--- config.mk ---
export PLATFORM = sky130hd
export DESIGN_NAME = mips_exec_pipe
export DESIGN_NICKNAME = d
export VERILOG_FILES = /design/src/common/mips_isa_pkg.sv /design/src/common/mips_pipe_pkg.sv /design/src/hdl/decode/mips_decode.sv /design/src/hdl/exec/mips_execute.sv /design/src/hdl/mem/mips_mem_access.sv /design/src/hdl/mips_exec_pipe.sv
export VERILOG_INCLUDE_DIRS = /design/src /design/src/common
export SDC_FILE = /design/constraint.sdc
export NUM_CORES = 1
export LEC_CHECK = 0
export BUFFER_PORTS_ARGS = -buffer_cell sky130_fd_sc_hd__buf_2
export CAP_MARGIN = 20
export CORE_AREA = 5 5 275 277
export DETAILED_ROUTE_END_ITERATION = 6
export DIE_AREA = 0 0 280 282
export MAX_ROUTING_LAYER = met4
export REMOVE_ABC_BUFFERS = 1
export SYNTH_ARGS = -nofsm -noshare
export SYNTH_HDL_FRONTEND = slang
export SYNTH_HIERARCHICAL = 1
export SYNTH_SLANG_ARGS = --single-unit
--- constraint.sdc ---
create_clock -name clk -period 5.1 [get_ports clk]
set_clock_uncertainty 0.15 [all_clocks]
set_input_delay 0 -clock clk [delete_from_list [all_inputs] [get_ports clk]]
set_output_delay 0 -clock clk [all_outputs]
set_load 0.1 [all_outputs]
--- src/common/mips_params.svh ---
/*
 * mips execute pipeline constants
 * widths of the datapath fields and the number of registered stages
 */

`ifndef MIPS_PARAMS_SVH
`define MIPS_PARAMS_SVH

// datapath word width
`define MIPS_WORD_W 32

// register index width (32 architectural registers)
`define MIPS_REG_W 5

// byte lanes per word
`define MIPS_BE_W 4

// shift amount field width
`define MIPS_SHAMT_W 5

// registered stages from input capture to writeback output
`define MIPS_PIPE_DEPTH 3

`endif

--- src/common/mips_isa_pkg.sv ---
/*
 * mips_isa_pkg: instruction set encodings
 * major opcodes, SPECIAL function codes and the two views of an instruction word
 */

`include "mips_params.svh"

package mips_isa_pkg;

   // major opcode, bits 31..26
   typedef enum logic [5:0] {
      OP_SPECIAL = 6'h00,
      OP_ADDIU   = 6'h09,
      OP_SLTI    = 6'h0a,
      OP_SLTIU   = 6'h0b,
      OP_ANDI    = 6'h0c,
      OP_ORI     = 6'h0d,
      OP_XORI    = 6'h0e,
      OP_LUI     = 6'h0f,
      OP_LB      = 6'h20,
      OP_LH      = 6'h21,
      OP_LW      = 6'h23,
      OP_LBU     = 6'h24,
      OP_LHU     = 6'h25,
      OP_SB      = 6'h28,
      OP_SH      = 6'h29,
      OP_SW      = 6'h2b
   } opcode_e;

   // function code of SPECIAL, bits 5..0
   typedef enum logic [5:0] {
      FN_SLL  = 6'h00,
      FN_SRL  = 6'h02,
      FN_SRA  = 6'h03,
      FN_SLLV = 6'h04,
      FN_SRLV = 6'h06,
      FN_SRAV = 6'h07,
      FN_ADDU = 6'h21,
      FN_SUBU = 6'h23,
      FN_AND  = 6'h24,
      FN_OR   = 6'h25,
      FN_XOR  = 6'h26,
      FN_NOR  = 6'h27,
      FN_SLT  = 6'h2a,
      FN_SLTU = 6'h2b
   } funct_e;

   // register format
   typedef struct packed {
      opcode_e                  opcode;
      logic [`MIPS_REG_W-1:0]   rs;
      logic [`MIPS_REG_W-1:0]   rt;
      logic [`MIPS_REG_W-1:0]   rd;
      logic [`MIPS_SHAMT_W-1:0] shamt;
      funct_e                   funct;
   } r_fmt_t;

   // immediate format
   typedef struct packed {
      opcode_e                opcode;
      logic [`MIPS_REG_W-1:0] rs;
      logic [`MIPS_REG_W-1:0] rt;
      logic [15:0]            imm;
   } i_fmt_t;

   // same word, read as either format
   typedef union packed {
      r_fmt_t r;
      i_fmt_t i;
   } instr_u;

endpackage

--- src/common/mips_pipe_pkg.sv ---
/*
 * mips_pipe_pkg: pipeline types
 * operation codes, decoded control and the bundles passed between stages
 */

`include "mips_params.svh"

package mips_pipe_pkg;

   // ALU function selected in decode
   typedef enum logic [3:0] {
      ALU_ADD  = 4'd0,
      ALU_SUB  = 4'd1,
      ALU_SLL  = 4'd2,
      ALU_SRL  = 4'd3,
      ALU_SRA  = 4'd4,
      ALU_SLLV = 4'd5,
      ALU_SRLV = 4'd6,
      ALU_SRAV = 4'd7,
      ALU_AND  = 4'd8,
      ALU_OR   = 4'd9,
      ALU_XOR  = 4'd10,
      ALU_NOR  = 4'd11,
      ALU_SLT  = 4'd12,
      ALU_SLTU = 4'd13,
      ALU_LUI  = 4'd14
   } alu_op_e;

   // memory access kind, nine codes so four bits
   typedef enum logic [3:0] {
      MEM_NONE = 4'd0,
      MEM_LB   = 4'd1,
      MEM_LBU  = 4'd2,
      MEM_LH   = 4'd3,
      MEM_LHU  = 4'd4,
      MEM_LW   = 4'd5,
      MEM_SB   = 4'd6,
      MEM_SH   = 4'd7,
      MEM_SW   = 4'd8
   } mem_op_e;

   typedef struct packed {
      alu_op_e alu_op;
      mem_op_e mem_op;
      logic    use_imm;   // immediate replaces rt as operand b
      logic    sign_ext;  // sign extend the immediate, else zero extend
      logic    wr_en;
      logic    rsvd;      // reserved instruction
   } ctrl_t;

   // decode to execute
   typedef struct packed {
      logic                     valid;
      ctrl_t                    ctrl;
      logic [`MIPS_WORD_W-1:0]  op_a;
      logic [`MIPS_WORD_W-1:0]  op_b;
      logic [`MIPS_WORD_W-1:0]  imm;
      logic [`MIPS_SHAMT_W-1:0] shamt;
      logic [`MIPS_REG_W-1:0]   dst;
   } ex_stage_t;

   // execute to memory
   typedef struct packed {
      logic                    valid;
      mem_op_e                 mem_op;
      logic                    wr_en;
      logic                    rsvd;
      logic [`MIPS_WORD_W-1:0] alu_res;  // byte address for loads and stores
      logic [`MIPS_WORD_W-1:0] st_data;
      logic [`MIPS_REG_W-1:0]  dst;
   } mem_stage_t;

   // writeback output
   typedef struct packed {
      logic                    valid;
      logic                    wr_en;
      logic                    rsvd;
      logic [`MIPS_REG_W-1:0]  dst;
      logic [`MIPS_WORD_W-1:0] result;
   } wb_t;

endpackage

--- src/hdl/decode/mips_decode.sv ---
/*
 * mips_decode: instruction decoder and decode-stage register
 * builds the execute bundle from one instruction word and its rs/rt values
 */

`timescale 1ns/1ps
`include "mips_params.svh"

module mips_decode
   import mips_isa_pkg::*, mips_pipe_pkg::*;
(
   input  logic                    clk,
   input  logic                    rst_b,
   input  logic                    in_valid,
   input  instr_u                  inst,
   input  logic [`MIPS_WORD_W-1:0] rs_data,
   input  logic [`MIPS_WORD_W-1:0] rt_data,
   output ex_stage_t               ex
);

   localparam int unsigned IMM_W = 16;

   ctrl_t                    ctrl;
   logic                     r_type;
   logic                     is_store;
   logic [`MIPS_REG_W-1:0]   dst;
   logic [`MIPS_WORD_W-1:0]  imm_ext;

   logic                     valid_q;
   ctrl_t                    ctrl_q;
   logic [`MIPS_WORD_W-1:0]  op_a_q;
   logic [`MIPS_WORD_W-1:0]  op_b_q;
   logic [`MIPS_WORD_W-1:0]  imm_q;
   logic [`MIPS_SHAMT_W-1:0] shamt_q;
   logic [`MIPS_REG_W-1:0]   dst_q;

   // rd for SPECIAL, rt for every immediate form
   assign r_type = (inst.r.opcode == OP_SPECIAL);
   assign dst    = r_type ? inst.r.rd : inst.i.rt;

   assign imm_ext = ctrl.sign_ext ?
                    {{(`MIPS_WORD_W-IMM_W){inst.i.imm[IMM_W-1]}}, inst.i.imm} :
                    {{(`MIPS_WORD_W-IMM_W){1'b0}}, inst.i.imm};

   assign is_store = inst.r.opcode inside {OP_SB, OP_SH, OP_SW};

   always_comb
   begin
      // immediate add by default, which also forms load/store addresses
      ctrl.alu_op   = ALU_ADD;
      ctrl.mem_op   = MEM_NONE;
      ctrl.use_imm  = 1'b1;
      ctrl.sign_ext = 1'b1;
      ctrl.wr_en    = 1'b1;
      ctrl.rsvd     = 1'b0;
      case (inst.r.opcode)
         OP_SPECIAL:
         begin
            ctrl.use_imm = 1'b0;
            case (inst.r.funct)
               FN_ADDU: ctrl.alu_op = ALU_ADD;
               FN_SUBU: ctrl.alu_op = ALU_SUB;
               FN_AND:  ctrl.alu_op = ALU_AND;
               FN_OR:   ctrl.alu_op = ALU_OR;
               FN_XOR:  ctrl.alu_op = ALU_XOR;
               FN_NOR:  ctrl.alu_op = ALU_NOR;
               FN_SLT:  ctrl.alu_op = ALU_SLT;
               FN_SLTU: ctrl.alu_op = ALU_SLTU;
               FN_SLL:  ctrl.alu_op = ALU_SLL;
               FN_SRL:  ctrl.alu_op = ALU_SRL;
               FN_SRA:  ctrl.alu_op = ALU_SRA;
               FN_SLLV: ctrl.alu_op = ALU_SLLV;
               FN_SRLV: ctrl.alu_op = ALU_SRLV;
               FN_SRAV: ctrl.alu_op = ALU_SRAV;
               default: ctrl.rsvd   = 1'b1;
            endcase
         end
         OP_ADDIU: ctrl.alu_op = ALU_ADD;
         OP_SLTI:  ctrl.alu_op = ALU_SLT;
         // sltiu sign extends too and only the compare is unsigned
         OP_SLTIU: ctrl.alu_op = ALU_SLTU;
         OP_ANDI:
         begin
            ctrl.alu_op   = ALU_AND;
            ctrl.sign_ext = 1'b0;
         end
         OP_ORI:
         begin
            ctrl.alu_op   = ALU_OR;
            ctrl.sign_ext = 1'b0;
         end
         OP_XORI:
         begin
            ctrl.alu_op   = ALU_XOR;
            ctrl.sign_ext = 1'b0;
         end
         OP_LUI:
         begin
            ctrl.alu_op   = ALU_LUI;
            ctrl.sign_ext = 1'b0;
         end
         OP_LB:   ctrl.mem_op = MEM_LB;
         OP_LBU:  ctrl.mem_op = MEM_LBU;
         OP_LH:   ctrl.mem_op = MEM_LH;
         OP_LHU:  ctrl.mem_op = MEM_LHU;
         OP_LW:   ctrl.mem_op = MEM_LW;
         OP_SB:   ctrl.mem_op = MEM_SB;
         OP_SH:   ctrl.mem_op = MEM_SH;
         OP_SW:   ctrl.mem_op = MEM_SW;
         default: ctrl.rsvd   = 1'b1;
      endcase
      // no write for empty slots, stores, reserved codes or $zero
      if (!in_valid || ctrl.rsvd || is_store || dst == '0)
         ctrl.wr_en = 1'b0;
      if (!in_valid)
         ctrl.rsvd = 1'b0;
   end

   always_ff @(posedge clk or negedge rst_b)
   begin
      if (!rst_b)
      begin
         valid_q <= 1'b0;
         ctrl_q  <= '0;
      end
      else
      begin
         valid_q <= in_valid;
         ctrl_q  <= ctrl;
      end
   end

   // operands and fields
   always_ff @(posedge clk)
   begin
      op_a_q  <= rs_data;
      op_b_q  <= rt_data;
      imm_q   <= imm_ext;
      shamt_q <= inst.r.shamt;
      dst_q   <= dst;
   end

   assign ex = '{valid: valid_q, ctrl: ctrl_q, op_a: op_a_q, op_b: op_b_q,
                 imm: imm_q, shamt: shamt_q, dst: dst_q};

endmodule

--- src/hdl/exec/mips_execute.sv ---
/*
 * mips_execute: ALU and execute-stage register
 */

`timescale 1ns/1ps
`include "mips_params.svh"

module mips_execute
   import mips_pipe_pkg::*;
(
   input  logic       clk,
   input  logic       rst_b,
   input  ex_stage_t  ex,
   output mem_stage_t mem
);

   localparam int unsigned HALF_W = `MIPS_WORD_W / 2;

   logic [`MIPS_WORD_W-1:0]  opnd_b;
   logic [`MIPS_SHAMT_W-1:0] var_sh;
   logic [`MIPS_WORD_W-1:0]  alu_res;

   logic                     valid_q;
   mem_op_e                  mem_op_q;
   logic                     wr_en_q;
   logic                     rsvd_q;
   logic [`MIPS_WORD_W-1:0]  alu_res_q;
   logic [`MIPS_WORD_W-1:0]  st_data_q;
   logic [`MIPS_REG_W-1:0]   dst_q;

   // rt or the extended immediate
   assign opnd_b = ex.ctrl.use_imm ? ex.imm : ex.op_b;

   // variable shifts take their count from the low bits of rs
   assign var_sh = ex.op_a[`MIPS_SHAMT_W-1:0];

   always_comb
   begin
      case (ex.ctrl.alu_op)
         ALU_ADD:  alu_res = ex.op_a + opnd_b;
         ALU_SUB:  alu_res = ex.op_a - opnd_b;
         // shifts always move rt
         ALU_SLL:  alu_res = opnd_b << ex.shamt;
         ALU_SRL:  alu_res = opnd_b >> ex.shamt;
         ALU_SRA:  alu_res = $signed(opnd_b) >>> ex.shamt;
         ALU_SLLV: alu_res = opnd_b << var_sh;
         ALU_SRLV: alu_res = opnd_b >> var_sh;
         ALU_SRAV: alu_res = $signed(opnd_b) >>> var_sh;
         ALU_AND:  alu_res = ex.op_a & opnd_b;
         ALU_OR:   alu_res = ex.op_a | opnd_b;
         ALU_XOR:  alu_res = ex.op_a ^ opnd_b;
         ALU_NOR:  alu_res = ~(ex.op_a | opnd_b);
         ALU_SLT:  alu_res = `MIPS_WORD_W'($signed(ex.op_a) < $signed(opnd_b));
         ALU_SLTU: alu_res = `MIPS_WORD_W'(ex.op_a < opnd_b);
         // immediate into the upper half, low half cleared
         ALU_LUI:  alu_res = {ex.imm[HALF_W-1:0], {HALF_W{1'b0}}};
         default:  alu_res = '0;
      endcase
   end

   always_ff @(posedge clk or negedge rst_b)
   begin
      if (!rst_b)
      begin
         valid_q  <= 1'b0;
         mem_op_q <= MEM_NONE;
         wr_en_q  <= 1'b0;
         rsvd_q   <= 1'b0;
      end
      else
      begin
         valid_q  <= ex.valid;
         mem_op_q <= ex.ctrl.mem_op;
         wr_en_q  <= ex.ctrl.wr_en;
         rsvd_q   <= ex.ctrl.rsvd;
      end
   end

   // result, store source and destination
   always_ff @(posedge clk)
   begin
      alu_res_q <= alu_res;
      st_data_q <= ex.op_b;
      dst_q     <= ex.dst;
   end

   assign mem = '{valid: valid_q, mem_op: mem_op_q, wr_en: wr_en_q, rsvd: rsvd_q,
                  alu_res: alu_res_q, st_data: st_data_q, dst: dst_q};

endmodule

--- src/hdl/mem/mips_mem_access.sv ---
/*
 * mips_mem_access: memory port driver, load alignment and writeback register
 * little-endian byte lanes, memory answers in the same cycle
 */

`timescale 1ns/1ps
`include "mips_params.svh"

module mips_mem_access
   import mips_pipe_pkg::*;
(
   input  logic                    clk,
   input  logic                    rst_b,
   input  mem_stage_t              mem,
   output logic                    mem_req,
   output logic                    mem_we,
   output logic [`MIPS_BE_W-1:0]   mem_be,
   output logic [`MIPS_WORD_W-3:0] mem_addr,
   output logic [`MIPS_WORD_W-1:0] mem_wdata,
   input  logic [`MIPS_WORD_W-1:0] mem_rdata,
   output wb_t                     wb
);

   logic                     is_load;
   logic                     is_store;
   logic                     is_half;
   logic [1:0]               lane_off;
   logic [`MIPS_SHAMT_W-1:0] bit_off;
   logic [`MIPS_BE_W-1:0]    be;
   logic [`MIPS_WORD_W-1:0]  ld_shift;
   logic [`MIPS_WORD_W-1:0]  result;

   logic                     valid_q;
   logic                     wr_en_q;
   logic                     rsvd_q;
   logic [`MIPS_REG_W-1:0]   dst_q;
   logic [`MIPS_WORD_W-1:0]  result_q;

   assign is_load  = mem.mem_op inside {MEM_LB, MEM_LBU, MEM_LH, MEM_LHU, MEM_LW};
   assign is_store = mem.mem_op inside {MEM_SB, MEM_SH, MEM_SW};
   assign is_half  = mem.mem_op inside {MEM_LH, MEM_LHU, MEM_SH};

   // halves sit in lane 0 or 2, bytes in any lane
   assign lane_off = is_half ? {mem.alu_res[1], 1'b0} : mem.alu_res[1:0];
   assign bit_off  = {lane_off, 3'b000};

   assign mem_req  = mem.valid & (is_load | is_store);
   assign mem_we   = mem.valid & is_store;
   assign mem_addr = mem.alu_res[`MIPS_WORD_W-1:2];
   // loads keep every enable low
   assign mem_be   = mem_we ? be : '0;

   // store data moved up to its lane
   always_comb
   begin
      case (mem.mem_op)
         MEM_SB:
         begin
            be        = `MIPS_BE_W'(1) << lane_off;
            mem_wdata = `MIPS_WORD_W'(mem.st_data[7:0]) << bit_off;
         end
         MEM_SH:
         begin
            be        = `MIPS_BE_W'(3) << lane_off;
            mem_wdata = `MIPS_WORD_W'(mem.st_data[15:0]) << bit_off;
         end
         MEM_SW:
         begin
            be        = '1;
            mem_wdata = mem.st_data;
         end
         default:
         begin
            be        = '0;
            mem_wdata = mem.st_data;
         end
      endcase
   end

   // read word moved down from its lane, then extended
   assign ld_shift = mem_rdata >> bit_off;

   always_comb
   begin
      case (mem.mem_op)
         MEM_LB:  result = {{(`MIPS_WORD_W-8){ld_shift[7]}}, ld_shift[7:0]};
         MEM_LBU: result = {{(`MIPS_WORD_W-8){1'b0}}, ld_shift[7:0]};
         MEM_LH:  result = {{(`MIPS_WORD_W-16){ld_shift[15]}}, ld_shift[15:0]};
         MEM_LHU: result = {{(`MIPS_WORD_W-16){1'b0}}, ld_shift[15:0]};
         MEM_LW:  result = mem_rdata;
         default: result = mem.alu_res;
      endcase
   end

   always_ff @(posedge clk or negedge rst_b)
   begin
      if (!rst_b)
      begin
         valid_q <= 1'b0;
         wr_en_q <= 1'b0;
         rsvd_q  <= 1'b0;
      end
      else
      begin
         valid_q <= mem.valid;
         wr_en_q <= mem.wr_en;
         rsvd_q  <= mem.rsvd;
      end
   end

   always_ff @(posedge clk)
   begin
      dst_q    <= mem.dst;
      result_q <= result;
   end

   assign wb = '{valid: valid_q, wr_en: wr_en_q, rsvd: rsvd_q, dst: dst_q, result: result_q};

endmodule

--- src/hdl/mips_exec_pipe.sv ---
/*
 * mips_exec_pipe: three-stage integer execute pipeline
 * decode, execute and memory access chained back to back, no back-pressure
 */

`timescale 1ns/1ps
`include "mips_params.svh"

module mips_exec_pipe
   import mips_isa_pkg::*, mips_pipe_pkg::*;
(
   input  logic                    clk,
   input  logic                    rst_b,
   input  logic                    in_valid,
   input  instr_u                  inst,
   input  logic [`MIPS_WORD_W-1:0] rs_data,
   input  logic [`MIPS_WORD_W-1:0] rt_data,
   output logic                    mem_req,
   output logic                    mem_we,
   output logic [`MIPS_BE_W-1:0]   mem_be,
   output logic [`MIPS_WORD_W-3:0] mem_addr,
   output logic [`MIPS_WORD_W-1:0] mem_wdata,
   input  logic [`MIPS_WORD_W-1:0] mem_rdata,
   output wb_t                     out
);

   // one registered stage per instance below
   localparam int unsigned N_STAGES = 3;

   ex_stage_t  ex;
   mem_stage_t mem;

   if (N_STAGES != `MIPS_PIPE_DEPTH)
   begin : g_depth_chk
      $error("pipeline depth mismatch");
   end

   mips_decode decode_i (
      .clk      (clk),
      .rst_b    (rst_b),
      .in_valid (in_valid),
      .inst     (inst),
      .rs_data  (rs_data),
      .rt_data  (rt_data),
      .ex       (ex)
   );

   mips_execute execute_i (
      .clk   (clk),
      .rst_b (rst_b),
      .ex    (ex),
      .mem   (mem)
   );

   // owns the memory port
   mips_mem_access mem_access_i (
      .clk       (clk),
      .rst_b     (rst_b),
      .mem       (mem),
      .mem_req   (mem_req),
      .mem_we    (mem_we),
      .mem_be    (mem_be),
      .mem_addr  (mem_addr),
      .mem_wdata (mem_wdata),
      .mem_rdata (mem_rdata),
      .wb        (out)
   );

endmodule

==> results by group <==
Place
  – DP Area: 0.02024 mm^2
  – Post-DP HPWL: 68.70 mm
  – # port buffers: 233
  – GP Congestion: 1.135

Detailed routing
  – Drt pass-1 iters: 6
  – Routed via count: 20160
  – Final ANT Viol Nets: 0
  – DRT iter0 DRCs: 2496
  – WL/cell: 24.09 um
  – Post-Route WL: 88.05 mm
  – Post-DR vias/cell: 5.516
  – Drt drc: 0

Critical path
  – Critical-path top delay cell: dfrtp_4
  – CP Data Arrival Time: 5.17 ns
  – Most common cell on crit path: o311a_1
  – CP peak stage delay: 0.62 ns
  – Crit end category: flop
  – Delay-heaviest family, CP: compound AO/OA/AOI/OAI gates
  – Crit path kind: flop to flop
  – Worst endpoint required time: 5.38 ns
  – Worst Setup Start Kind: flop
  – CP Cell Sequence: mux2i_1, inv_1, ha_1, fa_1, o21bai_1, a21oi_1, o311a_1, o311a_1, o21ai_1, a221oi_1, o21ai_0, nand3_1, o31ai_1, o211ai_1
  – WP buf/inv: 1
  – Crit-path max FO: 14

Cells and area
  – Ratio of cells with drive above 1 in the final layout: 18.25%
  – Area growth syn-to-layout: 29.79%
  – Nets: 2908
  – Final instance area: 0.02342 mm^2

Pwr
  – Int Power: 3.856 mW
  – Net Switching: 3.311 mW
  – VDD IR max: 0.5265 mV
  – PD cells: 306.0 mW/mm^2
  – Net Sw Frac: 46.19%
  – Share of power burned in registers: 28.2%
  – Leak: 10.17 nW
  – Logic gate share of total power: 44.4%
  – Clock group share of total power: 27.4%

Die
  – Die area: 0.07896 mm^2
  – DIE WIDTH: 280 um
  – Core Footprint: 0.07259 mm^2
  – # IOs: 239
  – Number of cell rows: 99
  – Initial Util: 24.86%
  – Die Y: 282 um

Timing
  – Fin crit share: 95.82%
  – Worst slew margin: 31.41%
  – Fmax: 204.6 MHz
  – Slew Viols, Final: 0
  – Final Hold Vio Count: 0
  – RSZ-0062 raised after global routing: no
  – Worst Tran Pin Value: 1.009 ns
  – Minimum clock period: 4.887 ns
  – Final setup vio count: 0
  – TNS Setup: 0 ns

Global route
  – Antenna violations before repair: 5
  – GR Overflow Total: 0
  – Global-route usage over all layers: 21.48%
  – Largest net degree at the start of global routing: 54
  – Met2 Use GR: 33.38%
  – First-pass GRT wire length: 126.3 mm
  – Number of global-route vias before repair: 19150
  – Gr busiest metal: met2
  – Met3 Usage GRT: 3.370%
  – GR Layer Usage met1: 26.93%

Clocking
  – Num Clock Sinks: 214
  – Post-CTS Setup Bufs: 0
  – Clock tree buffer depth: 3
  – H-tree depth: 1
  – CTS Buf Count: 25
  – Worst-Skew Late Latency: 0.59 ns
  – TritonCTS clock tree: done
  – CTS clk-pin slew, worst paths: 0.07 ns
  – Root Buffer Master: clkbuf_16

Outcome
  – Run status: finished clean

Yosys
  – Mean Syn Cell Area: 7.901 um^2
  – Yosys warnings: 6
  – Cell area after synthesis: 0.01805 mm^2
  – Synth Instances: 2284

Flow run
  – Maxcap violations: 0

Hold path
  – Tightest Hold Check Type: input port to flop
==> per-stage QoR <==
step	util [%]	total power, mW	std cells	hold slack, ns	setup WS, ns
final	32.27	7.167	3655	0.06183	0.2134
after global routing	32.26	7.408	3654	0.05353	0.05992
after CTS	32.22	7.127	3648	0.02144	0.3024
after detailed placement	27.88	4.976	3375	-0.1658	0.3133
after global placement	27.87	4.972	3374	-0.1632	0.4064
after floorplan	-	4.092	2062	-0.4456	-1.470
==> per-layer routing <==
layer	up-vias	wire length, um
met5	-	0
met4	0	5738
met3	256	8260
met2	1167	39170
met1	9655	34880
li1	9084	-
==> cell type report <==
cell class | count | area (um^2)
Multi-Input combinational cell | 1745 | 12160
Fill cell | 7688 | 49160
Sequential cell | 214 | 4400
Clock inverter | 17 | 207.7
Antenna cell | 6 | 15.01
Clock buffer | 29 | 670.6
Inverter | 103 | 386.6
Tap cell | 959 | 1200
Timing Repair Buffer | 582 | 4387
==> cell usage in the layout, fill, tap and decap left out, types with 16 or more instances in the layout <==
cell type	n
a22oi_1	43
o21bai_1	18
o21ai_0	148
clkbuf_16	25
buf_2	233
o221ai_1	35
nand2_1	186
nand3_1	43
xnor2_1	40
o211ai_1	46
buf_4	119
nor2b_1	23
o31ai_1	16
mux2i_1	173
mux2_2	31
ha_1	104
nand2b_1	19
o22ai_1	33
inv_1	100
a21o_1	16
nor3_1	39
dlygate4sd3_1	227
nor2_1	209
a211oi_1	45
dfrtp_1	19
dfxtp_1	192
a21oi_1	193
==> power groups by stage <==
stage	Combinational (mW)	Clock (mW)	Sequential, mW
after CTS	3.10	2.01	2.01
after global routing	3.30	2.07	2.04
after floorplan	1.16	0	2.93
final	3.18	1.96	2.02
after global placement	2.92	0	2.05
after detailed placement	2.92	0	2.05
==> sequential cells by signal, summed over array words and instances (netlist names), 4 cells and up <==
register and cells:
decode_i/dst_q 5, decode_i/ex 11, decode_i/imm_q 13, decode_i/op_a_q 32, decode_i/op_b_q 32, decode_i/shamt_q 4
execute_i/alu_res_q 32, execute_i/dst_q 5, execute_i/mem_op_q 4, execute_i/st_data_q 32, mem_access_i/dst_q 5, mem_access_i/result_q 32
==> timing repair <==
item                                    in CTS  in global routing
hold buffers                               227                  0
endpoints found under the setup margin       0                  1
gates resized for setup                      0                  1
endpoints found under the hold margin      152                  0
==> path summary, 6_finish.rpt <==
kind                                                       end  cells past startpoint                  startpoint  slack [ns]
worst max-delay path            execute_i/alu_res_q[0]$_DFF_P_                     14  decode_i/ex[109]$_DFF_PN0_        0.21
worst min-delay path                 decode_i/imm_q[2]$_DFF_P_                      2                     inst[2]        0.06
worst max register to register  execute_i/alu_res_q[0]$_DFF_P_                     14  decode_i/ex[109]$_DFF_PN0_        0.21
worst min register to register      execute_i/dst_q[0]$_DFF_P_                      0   decode_i/dst_q[0]$_DFF_P_        0.17
max in group asynchronous           decode_i/ex[109]$_DFF_PN0_                      4                       rst_b        4.28
min in group asynchronous       mem_access_i/valid_q$_DFF_PN0_                      3                       rst_b        0.15
Note: power is estimated with default switching activity, not from simulation.
